`src/hdl/vscroll_macros.svh`:
```
// Register map and field widths of the scroll block
// Offsets are 9-bit byte offsets inside the region at address bits 11:9
`ifndef VSCROLL_MACROS_SVH
`define VSCROLL_MACROS_SVH

// Page select, flip and non-flip sets
`define SCR_OFS_S1_PG_FLIP  9'h08E
`define SCR_OFS_S1_PG_NOFL  9'h09E
`define SCR_OFS_S2_PG_FLIP  9'h08C
`define SCR_OFS_S2_PG_NOFL  9'h09C

// Scroll positions
`define SCR_OFS_S1_VPOS     9'h124
`define SCR_OFS_S2_VPOS     9'h126
`define SCR_OFS_S1_HPOS     9'h1F8
`define SCR_OFS_S2_HPOS     9'h1FA

`define SCR_REGION          3'b111  // Matched against address bits 11:9

`define SCR_ADDR_W          12      // Host byte address
`define TILE_ADDR_W         14
`define BEAM_H_W            10
`define BEAM_V_W            9

`endif

```
`src/hdl/vscroll_pkg.sv`:
```
// Shared types of the scroll subsystem
// Field widths come from the macros header
`include "vscroll_macros.svh"

package vscroll_pkg;

    // One halfword access from the bus front end
    typedef struct packed {
        logic                       wr;     // Write strobe, one cycle
        logic [`SCR_ADDR_W-1:1]     addr;   // Halfword address
        logic [15:0]                data;
        logic [1:0]                 be;     // Active-high byte enables
    } mmr_req_t;

    // Display copy of one layer
    typedef struct packed {
        logic [15:0] pages;                 // Four page nibbles
        logic [15:0] hpos;
        logic [15:0] vpos;
    } layer_scroll_t;

    typedef struct packed {
        logic                   valid;
        logic [`BEAM_H_W-1:0]   h;
        logic [`BEAM_V_W-1:0]   v;
    } beam_pos_t;

    typedef struct packed {
        logic                       valid;
        logic [`TILE_ADDR_W-1:0]    addr;
        logic [2:0]                 fine_x;
        logic [2:0]                 fine_y;
    } tile_req_t;

    typedef enum logic [1:0] {
        ST_IDLE,
        ST_WRESP,   // Holding bvalid
        ST_RRESP    // Holding rvalid
    } axil_state_e;

endpackage

```
`src/hdl/axil_mmr_slave.sv`:
```
// AXI4-Lite front end for the halfword register bank, one transfer at a time
// Writes need AW and W valid together; writes win over reads
`timescale 1ns/1ps
`include "vscroll_macros.svh"

module axil_mmr_slave
    import vscroll_pkg::*;
(
    input  logic                    clk,
    input  logic                    arst_n,

    // Write channels
    input  logic [`SCR_ADDR_W-1:0]  awaddr,
    input  logic                    awvalid,
    output logic                    awready,
    input  logic [31:0]             wdata,
    input  logic [3:0]              wstrb,
    input  logic                    wvalid,
    output logic                    wready,
    output logic                    bvalid,
    input  logic                    bready,
    output logic [1:0]              bresp,

    // Read channels
    input  logic [`SCR_ADDR_W-1:0]  araddr,
    input  logic                    arvalid,
    output logic                    arready,
    output logic                    rvalid,
    input  logic                    rready,
    output logic [31:0]             rdata,
    output logic [1:0]              rresp,

    // Register bank side
    output mmr_req_t                req,
    input  logic [15:0]             rd_data
);

    localparam logic [1:0] RESP_OKAY   = 2'b00;
    localparam logic [1:0] RESP_SLVERR = 2'b10;

    axil_state_e state;
    axil_state_e state_nxt;
    logic        wr_hs;
    logic        rd_hs;
    logic        aw_in_region;
    logic        ar_in_region;

    assign aw_in_region = awaddr[`SCR_ADDR_W-1 -: 3] == `SCR_REGION;
    assign ar_in_region = araddr[`SCR_ADDR_W-1 -: 3] == `SCR_REGION;

    // Address channels only open in idle and out of reset
    assign awready = arst_n && (state == ST_IDLE) && awvalid && wvalid;
    assign wready  = awready;
    assign arready = arst_n && (state == ST_IDLE) && arvalid && !(awvalid && wvalid);

    assign wr_hs = awvalid && awready;
    assign rd_hs = arvalid && arready;

    assign bvalid = state == ST_WRESP;
    assign rvalid = state == ST_RRESP;

    // Bank request, lane picked by address bit 1
    always_comb begin
        req.wr   = wr_hs && aw_in_region;   // No write outside the region
        req.addr = wr_hs ? awaddr[`SCR_ADDR_W-1:1] : araddr[`SCR_ADDR_W-1:1];
        req.data = awaddr[1] ? wdata[31:16] : wdata[15:0];
        req.be   = awaddr[1] ? wstrb[3:2]   : wstrb[1:0];
    end

    always_comb begin
        state_nxt = state;
        case (state)
            ST_IDLE: begin
                if (wr_hs) begin
                    state_nxt = ST_WRESP;
                end else if (rd_hs) begin
                    state_nxt = ST_RRESP;
                end
            end
            ST_WRESP: if (bready) state_nxt = ST_IDLE;
            ST_RRESP: if (rready) state_nxt = ST_IDLE;
            default:  state_nxt = ST_IDLE;
        endcase
    end

    always_ff @(posedge clk or negedge arst_n) begin
        if (!arst_n) begin
            state <= ST_IDLE;
        end else begin
            state <= state_nxt;
        end
    end

    // Response payload, frozen while the response waits
    always_ff @(posedge clk) begin
        if (wr_hs) begin
            bresp <= aw_in_region ? RESP_OKAY : RESP_SLVERR;
        end
        if (rd_hs) begin
            rresp <= ar_in_region ? RESP_OKAY : RESP_SLVERR;
            if (!ar_in_region) begin
                rdata <= '0;
            end else if (araddr[1]) begin
                rdata <= {rd_data, 16'h0000};   // Upper lane
            end else begin
                rdata <= {16'h0000, rd_data};
            end
        end
    end

endmodule

```
`src/hdl/scroll_mmr.sv`:
```
// Scroll register bank with byte-lane writes
// Requests are already region-qualified, only the offset is decoded here
`timescale 1ns/1ps
`include "vscroll_macros.svh"

module scroll_mmr
    import vscroll_pkg::*;
(
    input  logic            clk,
    input  logic            arst_n,
    input  logic            flip,       // Selects the flip page set
    input  mmr_req_t        req,
    output logic [15:0]     rd_data,
    output layer_scroll_t   layer1,
    output layer_scroll_t   layer2
);

    logic [15:0] s1_pg_flip;
    logic [15:0] s1_pg_nofl;
    logic [15:0] s2_pg_flip;
    logic [15:0] s2_pg_nofl;
    logic [15:0] s1_vpos;
    logic [15:0] s2_vpos;
    logic [15:0] s1_hpos;
    logic [15:0] s2_hpos;
    logic [8:0]  ofs;

    assign ofs = {req.addr[8:1], 1'b0}; // Byte offset inside the region

    // Keep disabled bytes, take enabled ones from the request
    function automatic logic [15:0] byte_merge(input logic [15:0] old, input mmr_req_t r);
        byte_merge = {r.be[1] ? r.data[15:8] : old[15:8],
                      r.be[0] ? r.data[7:0]  : old[7:0]};
    endfunction

    always_ff @(posedge clk or negedge arst_n) begin
        if (!arst_n) begin
            s1_pg_flip <= '0;
            s1_pg_nofl <= '0;
            s2_pg_flip <= '0;
            s2_pg_nofl <= '0;
            s1_vpos    <= '0;
            s2_vpos    <= '0;
            s1_hpos    <= '0;
            s2_hpos    <= '0;
        end else if (req.wr) begin
            case (ofs)
                `SCR_OFS_S1_PG_FLIP: s1_pg_flip <= byte_merge(s1_pg_flip, req);
                `SCR_OFS_S1_PG_NOFL: s1_pg_nofl <= byte_merge(s1_pg_nofl, req);
                `SCR_OFS_S2_PG_FLIP: s2_pg_flip <= byte_merge(s2_pg_flip, req);
                `SCR_OFS_S2_PG_NOFL: s2_pg_nofl <= byte_merge(s2_pg_nofl, req);
                `SCR_OFS_S1_VPOS:    s1_vpos    <= byte_merge(s1_vpos, req);
                `SCR_OFS_S2_VPOS:    s2_vpos    <= byte_merge(s2_vpos, req);
                `SCR_OFS_S1_HPOS:    s1_hpos    <= byte_merge(s1_hpos, req);
                `SCR_OFS_S2_HPOS:    s2_hpos    <= byte_merge(s2_hpos, req);
                default: ;  // Unmapped offsets ignore writes
            endcase
        end
    end

    // Display copies, pages follow flip
    always_ff @(posedge clk or negedge arst_n) begin
        if (!arst_n) begin
            layer1 <= '0;
            layer2 <= '0;
        end else begin
            layer1.pages <= flip ? s1_pg_flip : s1_pg_nofl;
            layer1.hpos  <= s1_hpos;
            layer1.vpos  <= s1_vpos;
            layer2.pages <= flip ? s2_pg_flip : s2_pg_nofl;
            layer2.hpos  <= s2_hpos;
            layer2.vpos  <= s2_vpos;
        end
    end

    // Raw register readback
    always_comb begin
        case (ofs)
            `SCR_OFS_S1_PG_FLIP: rd_data = s1_pg_flip;
            `SCR_OFS_S1_PG_NOFL: rd_data = s1_pg_nofl;
            `SCR_OFS_S2_PG_FLIP: rd_data = s2_pg_flip;
            `SCR_OFS_S2_PG_NOFL: rd_data = s2_pg_nofl;
            `SCR_OFS_S1_VPOS:    rd_data = s1_vpos;
            `SCR_OFS_S2_VPOS:    rd_data = s2_vpos;
            `SCR_OFS_S1_HPOS:    rd_data = s1_hpos;
            `SCR_OFS_S2_HPOS:    rd_data = s2_hpos;
            default:             rd_data = 16'h0000;
        endcase
    end

endmodule

```
`src/hdl/tile_addr_gen.sv`:
```
// Beam position to tilemap address for one layer, fixed 2-cycle latency
// No back-pressure; scroll is sampled together with the beam
`timescale 1ns/1ps
`include "vscroll_macros.svh"

module tile_addr_gen
    import vscroll_pkg::*;
(
    input  logic            clk,
    input  logic            arst_n,
    input  layer_scroll_t   scroll,
    input  beam_pos_t       beam,
    output tile_req_t       tile
);

    // Stage 1
    logic                   s1_valid;
    logic [`BEAM_H_W-1:0]   s1_x;
    logic [`BEAM_V_W-1:0]   s1_y;
    logic [15:0]            s1_pages;

    // Stage 2
    logic [1:0]             quad;
    logic [2:0]             page;
    logic                   s2_valid;
    logic [`TILE_ADDR_W-1:0] s2_addr;
    logic [2:0]             s2_fine_x;
    logic [2:0]             s2_fine_y;

    always_ff @(posedge clk or negedge arst_n) begin
        if (!arst_n) begin
            s1_valid <= 1'b0;
            s2_valid <= 1'b0;
        end else begin
            s1_valid <= beam.valid;
            s2_valid <= s1_valid;
        end
    end

    // Scrolled position, wraps at the tilemap size
    always_ff @(posedge clk) begin
        s1_x     <= beam.h + scroll.hpos[`BEAM_H_W-1:0];
        s1_y     <= beam.v + scroll.vpos[`BEAM_V_W-1:0];
        s1_pages <= scroll.pages;
    end

    assign quad = {s1_y[`BEAM_V_W-1], s1_x[`BEAM_H_W-1]};   // Y half is the high bit

    always_comb begin
        case (quad)
            2'd0:    page = s1_pages[2:0];
            2'd1:    page = s1_pages[6:4];
            2'd2:    page = s1_pages[10:8];
            default: page = s1_pages[14:12];
        endcase
    end

    // Page, tile row, tile column
    always_ff @(posedge clk) begin
        s2_addr   <= {page, s1_y[`BEAM_V_W-2:3], s1_x[`BEAM_H_W-2:3]};
        s2_fine_x <= s1_x[2:0];
        s2_fine_y <= s1_y[2:0];
    end

    assign tile = '{valid:  s2_valid,
                    addr:   s2_addr,
                    fine_x: s2_fine_x,
                    fine_y: s2_fine_y};

endmodule

```
`src/hdl/scroll_top.sv`:
```
// Scroll control top: AXI4-Lite registers and two tile address generators
// Beam to tile latency is 2 cycles for both layers
`timescale 1ns/1ps
`include "vscroll_macros.svh"

module scroll_top
    import vscroll_pkg::*;
(
    input  logic                    clk,
    input  logic                    arst_n,

    input  logic [`SCR_ADDR_W-1:0]  awaddr,
    input  logic                    awvalid,
    output logic                    awready,
    input  logic [31:0]             wdata,
    input  logic [3:0]              wstrb,
    input  logic                    wvalid,
    output logic                    wready,
    output logic                    bvalid,
    input  logic                    bready,
    output logic [1:0]              bresp,
    input  logic [`SCR_ADDR_W-1:0]  araddr,
    input  logic                    arvalid,
    output logic                    arready,
    output logic                    rvalid,
    input  logic                    rready,
    output logic [31:0]             rdata,
    output logic [1:0]              rresp,

    input  logic                    flip,
    input  beam_pos_t               beam,
    output tile_req_t               tile1,
    output tile_req_t               tile2
);

    mmr_req_t       req;
    logic [15:0]    rd_data;
    layer_scroll_t  layer1;
    layer_scroll_t  layer2;

    axil_mmr_slave u_slave (
        .clk, .arst_n,
        .awaddr, .awvalid, .awready, .wdata, .wstrb, .wvalid, .wready,
        .bvalid, .bready, .bresp,
        .araddr, .arvalid, .arready, .rvalid, .rready, .rdata, .rresp,
        .req, .rd_data
    );

    scroll_mmr u_mmr (
        .clk, .arst_n, .flip, .req, .rd_data, .layer1, .layer2
    );

    tile_addr_gen u_gen1 (.clk, .arst_n, .scroll(layer1), .beam, .tile(tile1));
    tile_addr_gen u_gen2 (.clk, .arst_n, .scroll(layer2), .beam, .tile(tile2));

endmodule

```
`config.mk`:
```
export PLATFORM = sky130hd
export DESIGN_NAME = scroll_top
export DESIGN_NICKNAME = d
export VERILOG_FILES = /design/src/hdl/vscroll_pkg.sv /design/src/hdl/axil_mmr_slave.sv /design/src/hdl/scroll_mmr.sv /design/src/hdl/tile_addr_gen.sv /design/src/hdl/scroll_top.sv
export VERILOG_INCLUDE_DIRS = /design/src /design/src/hdl
export SDC_FILE = /design/constraint.sdc
export NUM_CORES = 1
export LEC_CHECK = 0
export ABC_AREA = 1
export BUFFER_PORTS_ARGS = -buffer_cell sky130_fd_sc_hd__buf_2
export CORE_ASPECT_RATIO = 0.9
export CORE_UTILIZATION = 40
export DETAILED_ROUTE_END_ITERATION = 6
export GPL_ROUTABILITY_DRIVEN = 0
export SKIP_CTS_REPAIR_TIMING = 1
export SYNTH_ARGS = -nofsm -noshare
export SYNTH_HDL_FRONTEND = slang
export SYNTH_SLANG_ARGS = --single-unit
```
`constraint.sdc`:
```
create_clock -name clk -period 4.7 [get_ports clk]
set_clock_uncertainty 0.15 [all_clocks]
set_input_delay 0.235 -clock clk [delete_from_list [all_inputs] [get_ports clk]]
set_output_delay 0.235 -clock clk [all_outputs]
set_load 0.02 [all_outputs]
```
==> impl_metrics.prom <==
# TYPE chip_impl_metric gauge
chip_impl_metric{name="switching_power_summed_over_all_nets",unit="mW"} 1.37
chip_impl_metric{name="first_pass_iters",unit=""} 5
chip_impl_metric{name="timing_hold_violations_final",unit=""} 2
chip_impl_metric{name="yosys_reg_bits",unit=""} 330
chip_impl_metric{name="post-dp-hpwl",unit="um"} 22600
chip_impl_metric{name="drt.antenna.violating_nets",unit=""} 0
chip_impl_metric{name="static_leakage",unit="nW"} 7.48
chip_impl_metric{name="area_of_the_mapped_netlist",unit="um2"} 13000
chip_impl_info{name="rsz_0062_raised_after_global_routing",value="no"} 1
chip_impl_metric{name="chipWidth",unit="um"} 192
chip_impl_metric{name="clkPwrFrac",unit=""} 0.451
chip_impl_info{name="crit_path_cell_trace",value="dlygate4sd3_1 -> clkbuf_8 -> nand3_2 -> nand2_1 -> nand2_1 -> inv_1 -> nand2_1 -> nor2_1 -> buf_4 -> and2_1 -> nand2_1 -> nand2_1 -> o21ai_0"} 1
chip_impl_info{name="failed_checks",value="hold timing"} 1
chip_impl_metric{name="vias_per_cell",unit=""} 5.02
chip_impl_metric{name="clock_latency",unit="ps"} 520
chip_impl_info{name="cp-startpoint",value="arst_n"} 1
chip_impl_metric{name="post_route_cells_drive_above_1_share",unit=""} 0.175
chip_impl_metric{name="max-clock-path-buffers",unit=""} 3
chip_impl_metric{name="grt_pass1_vias",unit=""} 9221
chip_impl_metric{name="finalMaxSlewViolations",unit=""} 0
chip_impl_metric{name="cp_data_required_time",unit="ps"} 4890
chip_impl_metric{name="syn_inst",unit=""} 1306
chip_impl_metric{name="worst-endpoint-arrival",unit="ps"} 3540
chip_impl_metric{name="max_clock_freq",unit="MHz"} 298
chip_impl_metric{name="critPathMaxFanout",unit=""} 53
chip_impl_metric{name="max_slew_margin",unit=""} 0.201
chip_impl_metric{name="global_route.usage.total",unit=""} 0.195
chip_impl_info{name="end_kind",value="flip-flop"} 1
chip_impl_metric{name="worst_slew_pin_slew",unit="ps"} 1170
chip_impl_info{name="hp-class",value="primary input to flip-flop"} 1
chip_impl_metric{name="synth_edf_count",unit=""} 34
chip_impl_metric{name="total_overflow_reported_by_the_global_router",unit=""} 0
chip_impl_info{name="layout.cells.most_common",value="nand2_1"} 1
chip_impl_metric{name="routed_wl",unit="um"} 31800
chip_impl_metric{name="power_switching_share",unit=""} 0.228
chip_impl_metric{name="cts_num_sinks",unit=""} 330
chip_impl_info{name="type_of_the_worst_setup_path",value="primary input to flip-flop"} 1
chip_impl_metric{name="reg2reg_setup_slack",unit="ps"} 1420
chip_impl_metric{name="cts.reportedPaths.clkPinSlew",unit="ps"} 50
chip_impl_metric{name="syn_avg_cell_area",unit="um2"} 9.98
chip_impl_info{name="setup.worst_path.start_class",value="primary input"} 1
chip_impl_metric{name="seq_power_share",unit=""} 0.489
chip_impl_info{name="tritoncts",value="done"} 1
chip_impl_info{name="critical_path.reg2reg.startpoint",value="u_slave.state[1]$_DFFE_PN0P_"} 1
chip_impl_metric{name="placementRows",unit=""} 62
chip_impl_metric{name="number_of_antenna_violations_at_the_first_check_in_global_routing",unit=""} 0
chip_impl_metric{name="async_reset_ff_frac",unit=""} 0.588
chip_impl_metric{name="synth.yosys.seq_area_share",unit=""} 0.607
chip_impl_metric{name="dpl.cell_count",unit=""} 1853
chip_impl_metric{name="numCtsBuffers",unit=""} 37
chip_impl_info{name="status",value="complete, but fails checks"} 1
chip_impl_metric{name="pin_count",unit=""} 171
chip_impl_metric{name="design.final.nets",unit=""} 1615
chip_impl_metric{name="finalHoldWorstSlack",unit="ps"} -12.9
chip_impl_metric{name="placeableCoreArea",unit="um2"} 32000
chip_impl_metric{name="htreeDepth",unit=""} 2
chip_impl_metric{name="design_area",unit="um2"} 15600
chip_impl_metric{name="avgRoutedWirePerCell",unit="um"} 16.5
chip_impl_metric{name="post_layout_nonfiller_instances",unit=""} 1933
chip_impl_metric{name="route.detailed.drc",unit=""} 0
chip_impl_metric{name="combPwrFrac",unit=""} 0.061
chip_impl_metric{name="timing.final.setup_violations",unit=""} 0
chip_impl_metric{name="worst_ir_drop_vdd",unit="V"} 0.000264
chip_impl_info{name="timing.critical_path.mode_cell",value="nand2_1"} 1
chip_impl_metric{name="slowest_delay",unit="ps"} 540
chip_impl_metric{name="summed_negative_setup_slack_over_all_endpoints",unit="ps"} 0
chip_impl_metric{name="power_report.internal_total",unit="mW"} 4.64
chip_impl_metric{name="synth.yosys.warnings",unit=""} 0
chip_impl_metric{name="r2r_cells",unit=""} 12
chip_impl_metric{name="numPortBuffers",unit=""} 166
chip_impl_metric{name="p_per_area",unit="nW/um2"} 385
chip_impl_metric{name="max_cap_violations",unit=""} 0
chip_impl_metric{name="grt_pass1_wl",unit="um"} 50200
chip_impl_info{name="postSynth.topFlopCell",value="dfrtp_1"} 1
chip_impl_info{name="crit_path_end",value="u_mmr.s2_vpos[6]$_DFFE_PN0P_"} 1
chip_impl_metric{name="die_area",unit="um2"} 33300
chip_impl_metric{name="first_iter_violations",unit=""} 764
chip_impl_metric{name="routed-via-count",unit=""} 9702
chip_impl_metric{name="dpl_cell_area",unit="um2"} 14300
chip_impl_metric{name="finalWorstPathRequiredPeriod",unit="ps"} 3360
chip_impl_metric{name="area_growth",unit="%"} 19.7
chip_impl_metric{name="final.period_utilization",unit=""} 0.714
chip_impl_info{name="critical_path.top_delay_family",value="simple AND/OR/NAND/NOR gates"} 1
chip_impl_info{name="clockRootBuffer",value="clkbuf_16"} 1
chip_impl_info{name="reg2reg_to",value="u_mmr.s2_vpos[6]$_DFFE_PN0P_"} 1
chip_impl_metric{name="insertedDiodeCount",unit=""} 0
chip_impl_metric{name="grt_max_degree",unit=""} 152
chip_impl_metric{name="start_util",unit=""} 0.408
chip_impl_metric{name="number_of_distinct_library_cells_after_synthesis",unit=""} 33
chip_impl_metric{name="cp.buffers_inverters",unit=""} 4
chip_impl_metric{name="dieHeight",unit="um"} 173
chip_impl_metric{name="timing.critical_path.depth",unit=""} 13
chip_impl_info{name="worst_path_max_delay_cell",value="dlygate4sd3_1"} 1
chip_impl_info{name="layout.cells.most_common_list",value="nand2_1, dfrtp_1, buf_2"} 1
[area by class of cell]
| type | instances | area (um2) |
|---|---|---|
| Multi-Input combinational cell | 872 | 4710 |
| Timing Repair Buffer | 194 | 1090 |
| Clock buffer | 56 | 1060 |
| Sequential cell | 330 | 7920 |
| Clock inverter | 11 | 96.3 |
| Fill cell | 2934 | 16400 |
| Inverter | 54 | 203 |
| Tap cell | 416 | 520 |
[through the flow]
stage	setup slack (ps)	power, mW	hold WS (ps)	util
after floorplan	2280	3.18	-211	-
after global placement	1450	3.35	68.9	0.448
after detailed placement	1370	3.35	68.3	0.448
after CTS	1430	6.08	-470	0.484
after global routing	996	6.24	0.912	0.488
final	1340	6.01	-12.9	0.488
[worst min path at each step]
stage / depth (start not counted) / slack [ps] / endpoint / start
finish: 3 / -10 / u_gen1.s1_y[7]$_DFF_P_ / beam[7]
global route: 3 / 0.9 / u_gen1.s1_y[7]$_DFF_P_ / beam[7]
CTS: 1 / -470 / u_mmr.layer2[37]$_DFF_PN0_ / arst_n
detailed placement: 1 / 70 / u_mmr.layer1[25]$_DFF_PN0_ / arst_n
global placement: 1 / 70 / u_mmr.layer2[25]$_DFF_PN0_ / arst_n
floorplan: 0 / -210 / u_gen1.s2_valid$_DFF_PN0_ / arst_n
[power by group through the flow]
stage	sequential [mW]	combinational [mW]	clock [mW]
2_1_floorplan	3.03	0.148	0
3_3_place_gp	2.99	0.358	0
3_5_place_dp	2.99	0.360	0
4_1_cts	2.94	0.360	2.78
5_1_grt	2.94	0.402	2.89
6_report	2.94	0.366	2.71
[kinds of logic (layout without fill, tap and decap cells)]
group                    Yosys count  count (layout)  share of synthesized area
XOR/XNOR                          34              34                     0.0228
AO/OA/AOI/OAI                    219             219                     0.0869
buffers and inverters            105             315                     0.0326
adder cells (fa/ha/maj)           38              38                     0.0388
AND/OR/NAND/NOR                  539             539                      0.178
flip-flops                       330             330                      0.607
other                              1               2                   0.000288
multiplexers                      40              40                     0.0330
[Yosys cell counts, types with 16 or more instances]
library cell  count  area [um2]
ha_1             34         425
dfrtp_1         194        4850
a21oi_1          65         325
clkbuf_1         36         135
edfxtp_1         34        1020
nand2_1         284        1070
nand4_1          19         119
o21ai_0         137         686
mux2i_1          16         160
mux2_2           24         270
nor2_1           74         278
nand3_1         146         731
xor2_1           24         210
inv_1            53         199
dfxtp_1         102        2040
[layer usage]
metal	vias up	track usage	wire (um)
met4	0	0.0472	551
li1	4781	-	-
met1	4589	0.282	14700
met5	-	0	0
met3	37	0.0291	1750
met2	295	0.306	14800
[sequential cells by signal (all words and copies together), names as in the netlist, 10 cells and up]
signal,cells
u_slave.rdata,32
u_mmr.layer1,31
u_mmr.layer2,31
u_mmr.s1_hpos,16
u_mmr.s1_pg_flip,16
u_mmr.s1_pg_nofl,16
u_mmr.s1_vpos,16
u_mmr.s2_hpos,16
u_mmr.s2_pg_flip,16
u_mmr.s2_pg_nofl,16
u_mmr.s2_vpos,16
u_gen1.s2_addr,14
u_gen2.s2_addr,14
u_gen1.s1_pages,12
u_gen2.s1_pages,12
u_gen1.s1_x,10
u_gen2.s1_x,10
[worst register-to-register path, delay by kind of cell (launching register included)]
family	cells	cell delay [ps]
flip-flops	1	430
AND/OR/NAND/NOR	9	2060
buffers and inverters	2	370
AO/OA/AOI/OAI	1	100
(Power assumes the default switching activity.)
